$ cat src/dcache_params.svh
// fixed geometry, the field widths below must add up to DC_ADDR_W
`ifndef DCACHE_PARAMS_SVH
`define DCACHE_PARAMS_SVH

// address split
`define DC_ADDR_W   32
`define DC_TAG_W    22
`define DC_INDEX_W  6
`define DC_OFFSET_W 4

// beat and word width
`define DC_DATA_W   64

// placement
`define DC_WAYS     2
`define DC_WAY_W    1
`define DC_SETS     64

// two beats per 16-byte line
`define DC_BEATS    2
`define DC_BEAT_W   1

`endif

$ cat src/dcache_pkg.sv
// types only, built on the fixed widths in the params header
`include "dcache_params.svh"

package dcache_pkg;

  typedef logic [`DC_ADDR_W-1:0]   addr_t;   // memory channel address
  typedef logic [`DC_DATA_W-1:0]   beat_t;   // one memory beat, one cpu word
  typedef logic [`DC_DATA_W/8-1:0] strb_t;

  typedef struct packed {
    logic [`DC_TAG_W-1:0]    tag;
    logic [`DC_INDEX_W-1:0]  index;
    logic [`DC_OFFSET_W-1:0] offset;
  } addr_fields_t;

  typedef logic [`DC_BEATS-1:0][`DC_DATA_W-1:0] line_t;  // beat 0 is the low word

  typedef struct packed {
    logic         write;
    addr_fields_t addr;
    beat_t        wdata;
    strb_t        strb;
  } cpu_req_t;

  typedef struct packed {
    logic  write;
    beat_t rdata;
  } cpu_rsp_t;

  typedef struct packed {
    logic                   en;
    logic [`DC_WAY_W-1:0]   way;
    logic [`DC_INDEX_W-1:0] index;
    logic [`DC_TAG_W-1:0]   tag;
    logic                   valid;
    logic                   dirty;
  } tag_upd_t;

  typedef struct packed {
    logic                   en;
    logic [`DC_WAY_W-1:0]   way;
    logic [`DC_INDEX_W-1:0] index;
    logic [`DC_BEAT_W-1:0]  beat;
    beat_t                  data;
    strb_t                  strb;
  } data_wr_t;

  typedef enum logic [2:0] {
    st_idle,
    st_lookup,
    st_resp,
    st_wb_addr,
    st_wb_data,
    st_wb_resp,
    st_fill_addr,
    st_fill_data
  } dc_state_e;

endpackage

$ cat src/dcache_tag_store.sv
// two ways only; lookup is combinational, updates land on the next edge
`timescale 1ns/10ps
`include "dcache_params.svh"

module dcache_tag_store (
  input  logic                     clk,
  input  logic                     rst,
  input  dcache_pkg::addr_fields_t lookup_i,
  input  logic                     victim_way_i,
  input  dcache_pkg::tag_upd_t     upd_i,
  output logic                     hit_o,
  output logic                     hit_way_o,
  output logic                     victim_dirty_o,
  output logic [`DC_TAG_W-1:0]     victim_tag_o
);

  logic [`DC_TAG_W-1:0]                tags [`DC_WAYS][`DC_SETS];
  logic [`DC_WAYS-1:0][`DC_SETS-1:0]   valid_q;
  logic [`DC_WAYS-1:0][`DC_SETS-1:0]   dirty_q;
  logic [`DC_WAYS-1:0]                 way_hit;

  // flag bits, cleared so every line starts invalid
  always_ff @(posedge clk) begin
    if (rst) begin
      valid_q <= '0;
      dirty_q <= '0;
    end else if (upd_i.en) begin
      valid_q[upd_i.way][upd_i.index] <= upd_i.valid;
      dirty_q[upd_i.way][upd_i.index] <= upd_i.dirty;
    end
  end

  always_ff @(posedge clk) begin
    if (upd_i.en) begin
      tags[upd_i.way][upd_i.index] <= upd_i.tag;
    end
  end

  for (genvar w = 0; w < `DC_WAYS; w++) begin : g_cmp
    assign way_hit[w] = valid_q[w][lookup_i.index] &&
                        (tags[w][lookup_i.index] == lookup_i.tag);
  end

  assign hit_o     = |way_hit;
  assign hit_way_o = way_hit[1];  // one-hot to index, two ways

  // victim info for the same set
  assign victim_dirty_o = valid_q[victim_way_i][lookup_i.index] &&
                          dirty_q[victim_way_i][lookup_i.index];
  assign victim_tag_o   = tags[victim_way_i][lookup_i.index];

  // a fill must never place a tag that is already present in the other way
  a_one_hit_way : assert property (@(posedge clk) disable iff (rst)
    !(&way_hit));

endmodule

$ cat config.mk
export PLATFORM = sky130hd
export DESIGN_NAME = dcache_tag_store
export DESIGN_NICKNAME = d
export VERILOG_FILES = /design/src/dcache_pkg.sv /design/src/dcache_tag_store.sv
export VERILOG_INCLUDE_DIRS = /design/src
export SDC_FILE = /design/constraint.sdc
export NUM_CORES = 2
export LEC_CHECK = 0
export ABC_AREA = 1
export BUFFER_PORTS_ARGS = -buffer_cell sky130_fd_sc_hd__buf_4
export CAP_MARGIN = 20
export CELL_PAD_IN_SITES_DETAIL_PLACEMENT = 1
export CELL_PAD_IN_SITES_GLOBAL_PLACEMENT = 1
export CORE_ASPECT_RATIO = 1.1
export CORE_MARGIN = 3
export CORE_UTILIZATION = 27
export DETAILED_ROUTE_END_ITERATION = 12
export PLACE_DENSITY = 0.49
export SLEW_MARGIN = 15
export SYNTH_ARGS = -nofsm -noshare
export SYNTH_HDL_FRONTEND = slang
export SYNTH_SLANG_ARGS = --single-unit
$ cat constraint.sdc
create_clock -name clk -period 2.8 [get_ports clk]
set_clock_uncertainty 0.1 [all_clocks]
set_input_delay 0.28 -clock clk [delete_from_list [all_inputs] [get_ports clk]]
set_output_delay 0.28 -clock clk [all_outputs]
set_load 0.01 [all_outputs]
==> flow_metrics.env <==
export IMPL_final_setup_viol_count=25
export IMPL_final_max_slew_viol_count=0
export IMPL_critical_path_reg2reg_endpoint="valid_q[106]$_SDFFE_PP0P_"
export IMPL_syn_inst=14700
export IMPL_drv_max_cap_violation_count=0
export IMPL_h_tree_depth=5
export IMPL_yosys_warnings=0
export IMPL_synth_xor_xnor_area_share=0
export IMPL_critPathKind="in -> out"
export IMPL_synth_adder_area_share=0
export IMPL_cp_start_kind="input pin"
export IMPL_area_delta_synth_final_pct=32.0
export IMPL_clk_lat_worst_skew_ps=1000
export IMPL_post_synth_top_count_cell="sky130_fd_sc_hd__nand3_1"
export IMPL_final_period_demand_of_the_worst_path_ps=3650
export IMPL_worst_hold_slack_ps=113
export IMPL_core_region_area_um2=526000
export IMPL_synth_compound_area_frac=0.0341
export IMPL_dpl_instance_area_um2=172000
export IMPL_register_to_register_setup_slack_ps=1560
export IMPL_crit_path_max_fanout=30
export IMPL_vias=123000
export IMPL_fp_dieArea_um2=539000
export IMPL_final_layout_size_suffix_gt1_frac=0.234
export IMPL_multi_input_area_um2=51600
export IMPL_synth_simple_gate_area_frac=0.291
export IMPL_critical_path_max_stage_delay_ps=280
export IMPL_synth_seq_cells=3072
export IMPL_critPathSlowestCell="sky130_fd_sc_hd__inv_8"
export IMPL_yosys_cell_types_count=36
export IMPL_root_buffer="sky130_fd_sc_hd__clkbuf_16"
export IMPL_number_of_input_and_output_port_buffers_inserted=87
export IMPL_clk_pin_slew_worst_paths_ps=60
export IMPL_cts_tree="built"
export IMPL_ys_async_sr_fraction=0
export IMPL_final_min_period_over_clock_period=1.30
export IMPL_cts_num_sinks=3072
export IMPL_grt_max_degree=129
export IMPL_synth_net_count=14800
export IMPL_setup_slack_ps=-845
export IMPL_detail_route_wl_per_cell_um=27.1
export IMPL_netlist_top_cells_area="sky130_fd_sc_hd__edfxtp_1 59%, sky130_fd_sc_hd__nand3_1 18%, sky130_fd_sc_hd__nand2_1 9.5%, sky130_fd_sc_hd__dfxtp_1 3.6%, sky130_fd_sc_hd__buf_2 1.5%"
export IMPL_synth_top_family_by_area="simple AND/OR/NAND/NOR gates"
export IMPL_hold_class="in -> reg"
export IMPL_worst_hold_startpoint="upd_i[27]"
export IMPL_synth_mux_area_frac=0.000140
export IMPL_r2r_start="valid_q[106]$_SDFFE_PP0P_"
export IMPL_post_synth_most_frequent_cells="5,065 x sky130_fd_sc_hd__nand3_1, 3,636 x sky130_fd_sc_hd__nand2_1, 2,816 x sky130_fd_sc_hd__edfxtp_1"
export IMPL_synth_edf_count=2816
export IMPL_cts_buffers=366
export IMPL_antenna_found_initial=31
export IMPL_cellPowerDensity_nw_per_um2=591
export IMPL_min_to="valid_q[7]$_SDFFE_PP0P_"
export IMPL_drc_errors=0
export IMPL_min_path_cells=8
export IMPL_postSynth_topFlopCell="sky130_fd_sc_hd__edfxtp_1"
export IMPL_worstSetupEndpointType="output port"
export IMPL_p_total_mw=112
export IMPL_yosys_area_top_type="sky130_fd_sc_hd__edfxtp_1"
export IMPL_final_nets=16700
export IMPL_final_area_um2=189000
export IMPL_die_h_um=770
export IMPL_least_margin_pin_slew_ps=924
export IMPL_netlist_area_leader_share=0.591
export IMPL_crit_required_ps=2420
export IMPL_peakVddDrop_mv=0.476
export IMPL_synth_avg_cell_area_um2=9.71
export IMPL_final_antenna_net_count=0
export IMPL_dpl_worst_slack_ps=-1720
export IMPL_maxClockFrequency_ghz=0.274
export IMPL_post_synth_instance_area_um2=143000
export IMPL_path_cells="buf_8, inv_8, buf_4, buf_12, buf_6, nand3_1, nand3_1, nand2_1, nand2_1, nand3_1, nand3_4, buf_4, nand2_1, nand2_2, nand2_4, nor2_4, nand2_4, nor2_4, nand3_4, nand2_4, buf_6"
export IMPL_detail_route_first_pass_iterations=5
export IMPL_floorplan_initialDensity=0.272
export IMPL_synth_seq_area_share=0.627
export IMPL_run_status="complete, but fails checks"
export IMPL_violations_in_the_final_reports="setup timing"
export IMPL_fin_setup_tns_ps=-10920
export IMPL_route_final_wire_length_mm=650
export IMPL_grt_setup_unrepaired="true"
export IMPL_globalRouteTotalUtil=0.234
export IMPL_final_fill_count=59000
export IMPL_first_global_vias=125000
export IMPL_worst_ep_arrival_time_ps=3270
export IMPL_floorplan_rows=279
export IMPL_floorplan_die_width_um=700
export IMPL_cts_max_path_buffers=4
export IMPL_r2r_worst_path_cells=3
export IMPL_detailedRoute_firstIterationViolations=9378
export IMPL_p_leak_nw=69.9
export IMPL_ios=92
export IMPL_slew_limit_headroom=0.384
export IMPL_drt_vias_per_instance=5.14
export IMPL_seqCellArea_um2=89700
export IMPL_first_pass_grt_wire_length_mm=922
export IMPL_final_hold_violation_count=0
export IMPL_detailedPlacementHpwl_mm=444
export IMPL_final_weighted_congestion_of_routability_driven_global_placement=0.840
export IMPL_grt_overflow_total=0
[sequential cells by signal (all words and copies together), names as in the netlist]
register / flops
dirty_q: 128
tags: 2816
valid_q: 128
[cells in the final DEF (no fill, tap or decap), types with 9 or more instances in the layout]
cell                            Yosys  final
sky130_fd_sc_hd__inv_1            419    412
sky130_fd_sc_hd__nor2_1           527    361
sky130_fd_sc_hd__clkinv_2           0     65
sky130_fd_sc_hd__clkinvlp_4         0     10
sky130_fd_sc_hd__dlygate4sd3_1      0     30
sky130_fd_sc_hd__edfxtp_1        2816   2816
sky130_fd_sc_hd__a21oi_1          262    200
sky130_fd_sc_hd__o22ai_1           15     15
sky130_fd_sc_hd__nor3_1           124     89
sky130_fd_sc_hd__dfxtp_1          256    254
sky130_fd_sc_hd__nand3_2            0    311
sky130_fd_sc_hd__clkbuf_16          0    378
sky130_fd_sc_hd__clkbuf_8           0     10
sky130_fd_sc_hd__nand3_1         5065   4686
sky130_fd_sc_hd__nand3_4            0     68
sky130_fd_sc_hd__nand2_1         3636   3423
sky130_fd_sc_hd__buf_12             0    430
sky130_fd_sc_hd__nand2_4            0     23
sky130_fd_sc_hd__buf_8              1      9
sky130_fd_sc_hd__nor2_4             0    151
sky130_fd_sc_hd__inv_16             0      9
sky130_fd_sc_hd__a21oi_2            0     43
sky130_fd_sc_hd__a21oi_4            0     19
sky130_fd_sc_hd__clkinv_1           2     78
sky130_fd_sc_hd__o211ai_1         246    246
sky130_fd_sc_hd__nor2_2             0     15
sky130_fd_sc_hd__buf_6             17     91
sky130_fd_sc_hd__clkbuf_1         331     75
sky130_fd_sc_hd__nand2_2            0    189
sky130_fd_sc_hd__o21ai_1            9     15
sky130_fd_sc_hd__o21bai_1          21     21
sky130_fd_sc_hd__bufinv_16          0     29
sky130_fd_sc_hd__nor3_4             0     28
sky130_fd_sc_hd__buf_4            138   2009
sky130_fd_sc_hd__a211oi_1          58     58
sky130_fd_sc_hd__o21ai_0          158    141
sky130_fd_sc_hd__o21ai_2            0     10
[per-stage QoR]
| stage | util | cells |
|---|---|---|
| after floorplan | - | 14700 |
| after global placement | 0.327 | 23200 |
| after detailed placement | 0.327 | 23200 |
| after CTS | 0.355 | 23900 |
| after global routing | 0.359 | 23900 |
| final | 0.359 | 23900 |
[cells by family after synthesis]
| family | after synthesis |
|---|---|
| simple gates | 9365 |
| flops | 3072 |
| buf+inv | 1501 |
| compound gates | 794 |
| mux | 2 |
[final cells by class]
type / count / share of cell area
Tap cell: 7025 / 0.0465
Inverter: 426 / 0.00889
Multi-Input combinational cell: 10200 / 0.273
Timing Repair Buffer: 2579 / 0.135
Sequential cell: 3072 / 0.475
Clock buffer: 460 / 0.0519
Antenna cell: 8 / 0.000106
Timing Repair inverter: 1 / 0.0000596
Clock inverter: 203 / 0.0101
[repair_timing]
item                                    4_1_cts  5_1_grt
resized for setup                           589      445
endpoints found under the setup margin       25       25
buffers inserted                             34       13
pin swaps                                   213      204
endpoints found under the hold margin      3021        0
hold buffers                                 30        0
cloned                                        1        3
[critical path: cells and delay by family]
family / cells / cell delay, ps
simple gates: 14 / 1420
buf+inv: 7 / 1400
[report_power, final]
part	internal, mW	switching [mW]
Sequential	50.2	0.0435
Combinational	4.62	8.62
Clock	27.5	20.6
Total	82.3	29.3
[per-layer routing]
layer	vias up	global-route usage	wire length, um
li1	56400	-	-
met1	63500	0.319	294000
met2	2493	0.393	308000
met3	750	0.0219	24500
met4	8	0.0727	23700
met5	-	0	50
[worst max-delay path by stage]
stage / startpoint / end / cells past startpoint
detailed placement: lookup_i[4] / hit_o / 21
finish: lookup_i[5] / hit_o / 21
global route: tags[0][579]$_DFFE_PP_ / hit_o / 17
CTS: tags[0][511]$_DFFE_PP_ / hit_o / 17
global placement: lookup_i[4] / hit_o / 21
floorplan: upd_i[27] / dirty_q[94]$_SDFFE_PP0P_ / 9
Power figures use the tool's default switching activity.
