### config.mk
export PLATFORM = sky130hd
export DESIGN_NAME = dcache_ctrl
export DESIGN_NICKNAME = d
export VERILOG_FILES = /design/src/dcache_pkg.sv /design/src/dcache_ctrl.sv
export VERILOG_INCLUDE_DIRS = /design/src
export SDC_FILE = /design/constraint.sdc
export NUM_CORES = 1
export LEC_CHECK = 0
export BUFFER_PORTS_ARGS = -buffer_cell sky130_fd_sc_hd__buf_2
export CAP_MARGIN = 20
export CELL_PAD_IN_SITES_DETAIL_PLACEMENT = 0
export CELL_PAD_IN_SITES_GLOBAL_PLACEMENT = 1
export CORE_AREA = 2 2 313 315
export CTS_BUF_LIST = sky130_fd_sc_hd__clkbuf_16
export CTS_CLUSTER_SIZE = 24
export DETAILED_ROUTE_END_ITERATION = 7
export DIE_AREA = 0 0 315 317
export HOLD_SLACK_MARGIN = 0.15
export PLACE_DENSITY_LB_ADDON = 0.1
export SLEW_MARGIN = 40
export SYNTH_ARGS = -nofsm -noshare
export SYNTH_HDL_FRONTEND = slang
export SYNTH_SLANG_ARGS = --single-unit
### constraint.sdc
create_clock -name clk -period 5.05 [get_ports clk]
set_input_delay 0 -clock clk [delete_from_list [all_inputs] [get_ports clk]]
set_output_delay 0 -clock clk [all_outputs]
set_load 0.05 [all_outputs]
### src/dcache_params.svh
// fixed geometry, the field widths below must add up to DC_ADDR_W
`ifndef DCACHE_PARAMS_SVH
`define DCACHE_PARAMS_SVH

// address split
`define DC_ADDR_W   32
`define DC_TAG_W    22
`define DC_INDEX_W  6
`define DC_OFFSET_W 4

// beat and word width
`define DC_DATA_W   64

// placement
`define DC_WAYS     2
`define DC_WAY_W    1
`define DC_SETS     64

// two beats per 16-byte line
`define DC_BEATS    2
`define DC_BEAT_W   1

`endif

### src/dcache_pkg.sv
// types only, built on the fixed widths in the params header
`include "dcache_params.svh"

package dcache_pkg;

  typedef logic [`DC_ADDR_W-1:0]   addr_t;   // memory channel address
  typedef logic [`DC_DATA_W-1:0]   beat_t;   // one memory beat, one cpu word
  typedef logic [`DC_DATA_W/8-1:0] strb_t;

  typedef struct packed {
    logic [`DC_TAG_W-1:0]    tag;
    logic [`DC_INDEX_W-1:0]  index;
    logic [`DC_OFFSET_W-1:0] offset;
  } addr_fields_t;

  typedef logic [`DC_BEATS-1:0][`DC_DATA_W-1:0] line_t;  // beat 0 is the low word

  typedef struct packed {
    logic         write;
    addr_fields_t addr;
    beat_t        wdata;
    strb_t        strb;
  } cpu_req_t;

  typedef struct packed {
    logic  write;
    beat_t rdata;
  } cpu_rsp_t;

  typedef struct packed {
    logic                   en;
    logic [`DC_WAY_W-1:0]   way;
    logic [`DC_INDEX_W-1:0] index;
    logic [`DC_TAG_W-1:0]   tag;
    logic                   valid;
    logic                   dirty;
  } tag_upd_t;

  typedef struct packed {
    logic                   en;
    logic [`DC_WAY_W-1:0]   way;
    logic [`DC_INDEX_W-1:0] index;
    logic [`DC_BEAT_W-1:0]  beat;
    beat_t                  data;
    strb_t                  strb;
  } data_wr_t;

  typedef enum logic [2:0] {
    st_idle,
    st_lookup,
    st_resp,
    st_wb_addr,
    st_wb_data,
    st_wb_resp,
    st_fill_addr,
    st_fill_data
  } dc_state_e;

endpackage

### src/dcache_ctrl.sv
// blocking, one access in flight; memory must return exactly two beats per fill
`timescale 1ns/10ps
`include "dcache_params.svh"

module dcache_ctrl (
  input  logic                             clk,
  input  logic                             rst,
  input  logic                             req_valid_i,
  output logic                             req_ready_o,
  input  dcache_pkg::cpu_req_t             req_i,
  output logic                             rsp_valid_o,
  input  logic                             rsp_ready_i,
  output dcache_pkg::cpu_rsp_t             rsp_o,
  output logic                             mem_ar_valid_o,
  input  logic                             mem_ar_ready_i,
  output dcache_pkg::addr_t                mem_ar_addr_o,
  input  logic                             mem_r_valid_i,
  output logic                             mem_r_ready_o,
  input  dcache_pkg::beat_t                mem_r_data_i,
  output logic                             mem_aw_valid_o,
  input  logic                             mem_aw_ready_i,
  output dcache_pkg::addr_t                mem_aw_addr_o,
  output logic                             mem_w_valid_o,
  input  logic                             mem_w_ready_i,
  output dcache_pkg::beat_t                mem_w_data_o,
  input  logic                             mem_b_valid_i,
  output logic                             mem_b_ready_o,
  output dcache_pkg::addr_fields_t         lookup_o,
  output logic                             victim_way_o,
  input  logic                             hit_i,
  input  logic                             hit_way_i,
  input  logic                             victim_dirty_i,
  input  logic [`DC_TAG_W-1:0]             victim_tag_i,
  output dcache_pkg::tag_upd_t             tag_upd_o,
  output logic [`DC_INDEX_W-1:0]           rd_index_o,
  output dcache_pkg::data_wr_t             data_wr_o,
  input  dcache_pkg::line_t [`DC_WAYS-1:0] lines_i
);
  import dcache_pkg::*;

  dc_state_e             state_q;
  dc_state_e             state_n;
  cpu_req_t              req_q;
  cpu_rsp_t              rsp_q;
  logic                  ready_q;
  logic                  rsp_valid_q;
  logic                  vict_q;     // free-running victim pick
  logic [`DC_WAY_W-1:0]  way_q;
  logic [`DC_BEAT_W-1:0] beat_q;
  logic                  last_beat;

  assign last_beat   = (beat_q == (`DC_BEATS - 1));
  assign req_ready_o = ready_q;
  assign rsp_valid_o = rsp_valid_q;
  assign rsp_o       = rsp_q;

  assign lookup_o     = req_q.addr;
  assign rd_index_o   = req_q.addr.index;
  assign victim_way_o = (state_q == st_lookup) ? vict_q : way_q;  // hold way after lookup

  assign mem_aw_valid_o = (state_q == st_wb_addr);
  assign mem_aw_addr_o  = {victim_tag_i, req_q.addr.index, {`DC_OFFSET_W{1'b0}}};
  assign mem_w_valid_o  = (state_q == st_wb_data);
  assign mem_w_data_o   = lines_i[way_q][beat_q];
  assign mem_b_ready_o  = (state_q == st_wb_resp);
  assign mem_ar_valid_o = (state_q == st_fill_addr);
  assign mem_ar_addr_o  = {req_q.addr.tag, req_q.addr.index, {`DC_OFFSET_W{1'b0}}};
  assign mem_r_ready_o  = (state_q == st_fill_data);

  always_comb begin
    state_n = state_q;
    case (state_q)
      st_idle:      if (req_valid_i && ready_q) state_n = st_lookup;
      st_lookup: begin
        if (hit_i) state_n = st_resp;
        else if (victim_dirty_i) state_n = st_wb_addr;
        else state_n = st_fill_addr;
      end
      st_resp:      if (rsp_valid_q && rsp_ready_i) state_n = st_idle;
      st_wb_addr:   if (mem_aw_ready_i) state_n = st_wb_data;
      st_wb_data:   if (mem_w_ready_i && last_beat) state_n = st_wb_resp;
      st_wb_resp:   if (mem_b_valid_i) state_n = st_fill_addr;
      st_fill_addr: if (mem_ar_ready_i) state_n = st_fill_data;
      st_fill_data: if (mem_r_valid_i && last_beat) state_n = st_lookup;  // retry as a hit
      default:      state_n = st_idle;
    endcase
  end

  // store updates, applied at the next edge
  always_comb begin
    tag_upd_o       = '0;
    data_wr_o       = '0;
    tag_upd_o.index = req_q.addr.index;
    tag_upd_o.tag   = req_q.addr.tag;
    tag_upd_o.valid = 1'b1;
    data_wr_o.index = req_q.addr.index;
    case (state_q)
      st_lookup: begin
        if (hit_i && req_q.write) begin
          tag_upd_o.en    = 1'b1;
          tag_upd_o.way   = hit_way_i;
          tag_upd_o.dirty = 1'b1;
          data_wr_o.en    = 1'b1;
          data_wr_o.way   = hit_way_i;
          data_wr_o.beat  = req_q.addr.offset[`DC_OFFSET_W-1];
          data_wr_o.data  = req_q.wdata;
          data_wr_o.strb  = req_q.strb;
        end
      end
      st_wb_resp: begin
        tag_upd_o.en  = mem_b_valid_i;  // victim now clean
        tag_upd_o.way = way_q;
        tag_upd_o.tag = victim_tag_i;
      end
      st_fill_data: begin
        data_wr_o.en   = mem_r_valid_i;
        data_wr_o.way  = way_q;
        data_wr_o.beat = beat_q;
        data_wr_o.data = mem_r_data_i;
        data_wr_o.strb = '1;
        tag_upd_o.en   = mem_r_valid_i && last_beat;
        tag_upd_o.way  = way_q;
      end
      default: ;
    endcase
  end

  always_ff @(posedge clk) begin
    if (rst) begin
      state_q     <= st_idle;
      ready_q     <= 1'b0;
      rsp_valid_q <= 1'b0;
      vict_q      <= 1'b0;
      way_q       <= '0;
      beat_q      <= '0;
    end else begin
      state_q <= state_n;
      ready_q <= (state_n == st_idle);
      vict_q  <= ~vict_q;
      if (state_q == st_lookup) way_q <= hit_i ? hit_way_i : vict_q;
      if (state_q == st_resp) begin
        if (!rsp_valid_q) rsp_valid_q <= 1'b1;  // lines valid this cycle
        else if (rsp_ready_i) rsp_valid_q <= 1'b0;
      end
      // wraps to zero after the last beat
      if ((state_q == st_wb_data && mem_w_ready_i) ||
          (state_q == st_fill_data && mem_r_valid_i)) begin
        beat_q <= beat_q + 1'b1;
      end
    end
  end

  always_ff @(posedge clk) begin
    if (state_q == st_idle && req_valid_i && ready_q) req_q <= req_i;
    if (state_q == st_resp && !rsp_valid_q) begin
      rsp_q.write <= req_q.write;
      rsp_q.rdata <= lines_i[way_q][req_q.addr.offset[`DC_OFFSET_W-1]];
    end
  end

  a_aw_hold : assert property (@(posedge clk) disable iff (rst)
    mem_aw_valid_o && !mem_aw_ready_i |=> mem_aw_valid_o && $stable(mem_aw_addr_o));
  a_w_hold : assert property (@(posedge clk) disable iff (rst)
    mem_w_valid_o && !mem_w_ready_i |=> mem_w_valid_o && $stable(mem_w_data_o));
  a_ar_hold : assert property (@(posedge clk) disable iff (rst)
    mem_ar_valid_o && !mem_ar_ready_i |=> mem_ar_valid_o && $stable(mem_ar_addr_o));
  a_req_rsp_excl : assert property (@(posedge clk) disable iff (rst)
    !(req_ready_o && rsp_valid_o));

endmodule

==> results.py <==
metrics = {
    "status": {
        "status": "finished clean",
    },
    "critical_path": {
        "cp-end-kind": "output pin",
        "r2r_cells": 6,
        "critPathLaunch": "state_q[0]",
        "crit_chain": "nand2b_2, nor2_2, and3_4, buf_4, a22o_1, buf_2",
        "crit_fanout": 54,
        "critPathCapture": "data_wr_o[66]",
        "r2r_end": "req_ready_o",
        "crit_slowest_cell": "and3_4",
        "worst-path-buf-inv": 2,
        "slowest_delay_ns": 0.67,
        "critPathArrivalTime_ns": 3.09,
        "critPathKind": "reg -> out",
        "cp_top_family": "simple AND/OR/NAND/NOR gates",
        "crit_cells": 6,
        "crit_required_ns": 5.05,
        "reg2reg_from": "state_q[0]",
        "startpoint_type": "flip-flop",
        "r2r_setup_slack_ns": 2.31,
    },
    "cts": {
        "cts_made_buffers": 17,
        "clk_latency_ns": 0.52,
        "clock_sinks": 178,
        "cts_resized": 0,
        "cts_tree": "built",
        "h-tree-depth": 4,
        "clockBufferDepth": 2,
        "cts_setup_buffers": 0,
        "clkTransAtPathRegs_ns": 0.08,
        "cts_root_buf": "clkbuf_16",
    },
    "pwr": {
        "ir_worst_vdd_mv": 0.2192,
        "power_density_nw_per_um2": 377.5,
        "leakage_nw": 7.690,
    },
    "sta": {
        "fin_crit_sh": 0.6109,
        "tightest_slew_ns": 0.8032,
        "rsz0062_at_grt": "false",
        "hold_viol": 0,
        "setup_ws_ns": 1.965,
        "slew_headroom": 0.4645,
        "fin_setup_tns_ns": 0,
        "finClkSkew_ns": 0.03034,
        "maxSlewViolCount": 0,
        "fmax_ghz": 0.3241,
        "setup_viol": 0,
        "fin_crit_ns": 3.085,
    },
    "global_routing": {
        "overflow": 0,
        "grt_antenna_before_repair": 15,
        "grt_pass1_wl_um": 72180,
        "grt_max_degree": 58,
        "grt_pass1_vias": 10535,
        "grt.total_usage": 0.1021,
    },
    "logic_synthesis": {
        "synth_area_um2": 10520,
        "synthAdderAreaFrac": 0,
        "synthFlopType": "edfxtp_1",
        "synth-seq-cells": 178,
        "synth_mux_area_frac": 0.2760,
        "synth.yosys.seq_area_share": 0.5004,
        "synth_compound_area_frac": 0.07242,
        "synth_cells": 674,
        "syn_area_per_cell_um2": 15.61,
        "async_reset_ff_frac": 0,
        "synthSimpleGateAreaFrac": 0.03984,
        "ys_types": 38,
        "yosys_warnings": 0,
        "synth_top_family_by_area": "multiplexers",
        "synth_edf_count": 170,
        "synth_xor_area_frac": 0.0008324,
    },
    "layout": {
        "final_util": 0.1906,
        "syn_to_final_growth_pct": 74.41,
        "layout_common_cells": "buf_2, dlygate4sd3_1, edfxtp_1",
        "multi_input_area_um2": 4148,
        "fillers": 10772,
        "final_nets": 2059,
        "layout_commonest_cell": "buf_2",
        "ff_latch_area_um2": 5273,
        "layout-drive-gt1-share": 0.6119,
    },
    "floorplan": {
        "row_count": 114,
        "start_util": 0.1093,
        "core_um2": 96280,
        "io_pins": 811,
        "die-height_um": 317,
        "die_w_um": 315,
        "dieArea_um2": 99860,
    },
    "place": {
        "place_ws_ns": 2.347,
        "place.gp.congestion": 0.7517,
        "dp_hpwl_um": 43100,
        "place.port_buffers": 801,
    },
    "hold_path": {
        "hp-class": "in -> reg",
    },
    "job": {
        "maxCapViolations": 0,
    },
    "drt": {
        "drtAntennaViolNets": 0,
        "wl_um": 53680,
        "detail_route.wl_per_cell_um": 18.54,
        "drtPass1Iterations": 4,
        "vias_per_cell": 3.403,
        "vias": 9853,
        "drc": 0,
        "drt-initial-drc-count": 313,
    },
}
cells in the mapped netlist, types with 2 or more instances:
cell      count  share of area
clkbuf_1     16         0.0057
nand3_1       2        0.00095
nand2_1      71          0.025
inv_1         3         0.0011
conb_1        2        0.00071
a21oi_1       4         0.0019
a21o_1        9         0.0064
buf_6         2         0.0021
nor3_1        3         0.0014
buf_4       120          0.086
and3_1        3         0.0018
nor4b_1       2         0.0017
mux4_2      128           0.27
nor2_1       10         0.0036
and2_1        3         0.0018
edfxtp_1    170           0.49
o221ai_1      2         0.0017
dfxtp_1       8          0.015
buf_2        32          0.015
a22o_1       66          0.055
worst min-delay path by stage:
stage / cells past startpoint / from / slack, ns / to
after floorplan: 1 / rst / 0.07 / vict_q
after global placement: 1 / req_i[68] / 0.18 / req_q[68]
after detailed placement: 1 / req_i[99] / 0.18 / lookup_o[27]
after CTS: 2 / req_i[42] / 0.15 / req_q[42]
after global routing: 2 / req_i[68] / 0.16 / req_q[68]
final: 2 / req_i[9] / 0.21 / req_q[9]
flip-flops by register name (all words and copies together), names as in the netlist:
| signal | count |
|---|---|
| rsp_valid_o | 1 |
| rd_index_o | 6 |
| beat_q | 1 |
| rsp_o | 65 |
| state_q | 3 |
| req_q | 73 |
| lookup_o | 26 |
| way_q | 1 |
| req_ready_o | 1 |
| vict_q | 1 |
per-stage QoR:
stage | instances | total power [W] | instance area, um2 | hold slack (ns)
after floorplan | 681 | 0.004504 | 10550 | 0.06669
after global placement | 2602 | 0.005280 | 15180 | 0.1779
after detailed placement | 2604 | 0.005273 | 15210 | 0.1782
after CTS | 2889 | 0.007132 | 18340 | 0.1518
after global routing | 2893 | 0.007298 | 18350 | 0.1647
final | 2895 | 0.006928 | 18350 | 0.2079
final cells by class:
type	instances	share of cell area
sequential	178	0.2873
inverter	3	0.0006137
timing repair buffer	1070	0.3659
clock inverter	15	0.009069
antenna	6	0.0008182
multi-input combinational	330	0.2260
clock buffer	17	0.02318
tap	1276	0.08700
kinds of logic after synthesis:
group	after synthesis
and+or+nand+nor	99
other	2
muxes	130
DFF	178
xor gates and xnor gates	1
buffers and inverters	173
AOI/OAI and AO/OA	91
routing by layer:
metal / track usage / share of wire / up-vias
met1: 0.09775 / 0.34 / 4860
met2: 0.1961 / 0.55 / 463
met5: 0 / 0.0019 / -
met4: 0.02922 / 0.015 / 16
met3: 0.04395 / 0.095 / 43
li1: - / - / 4471
where the power goes:
group / switching [W] / internal [W]
Sequential: 0.000164 / 0.00197
Combinational: 0.00218 / 0.00117
Clock: 0.000746 / 0.000702
Total: 0.00309 / 0.00384
repair_timing:
item,CTS,global route
hold endpoints to repair,186,0
setup endpoints to repair,0,0
hold buffers,253,0
Note: power is estimated with default switching activity, not from simulation.
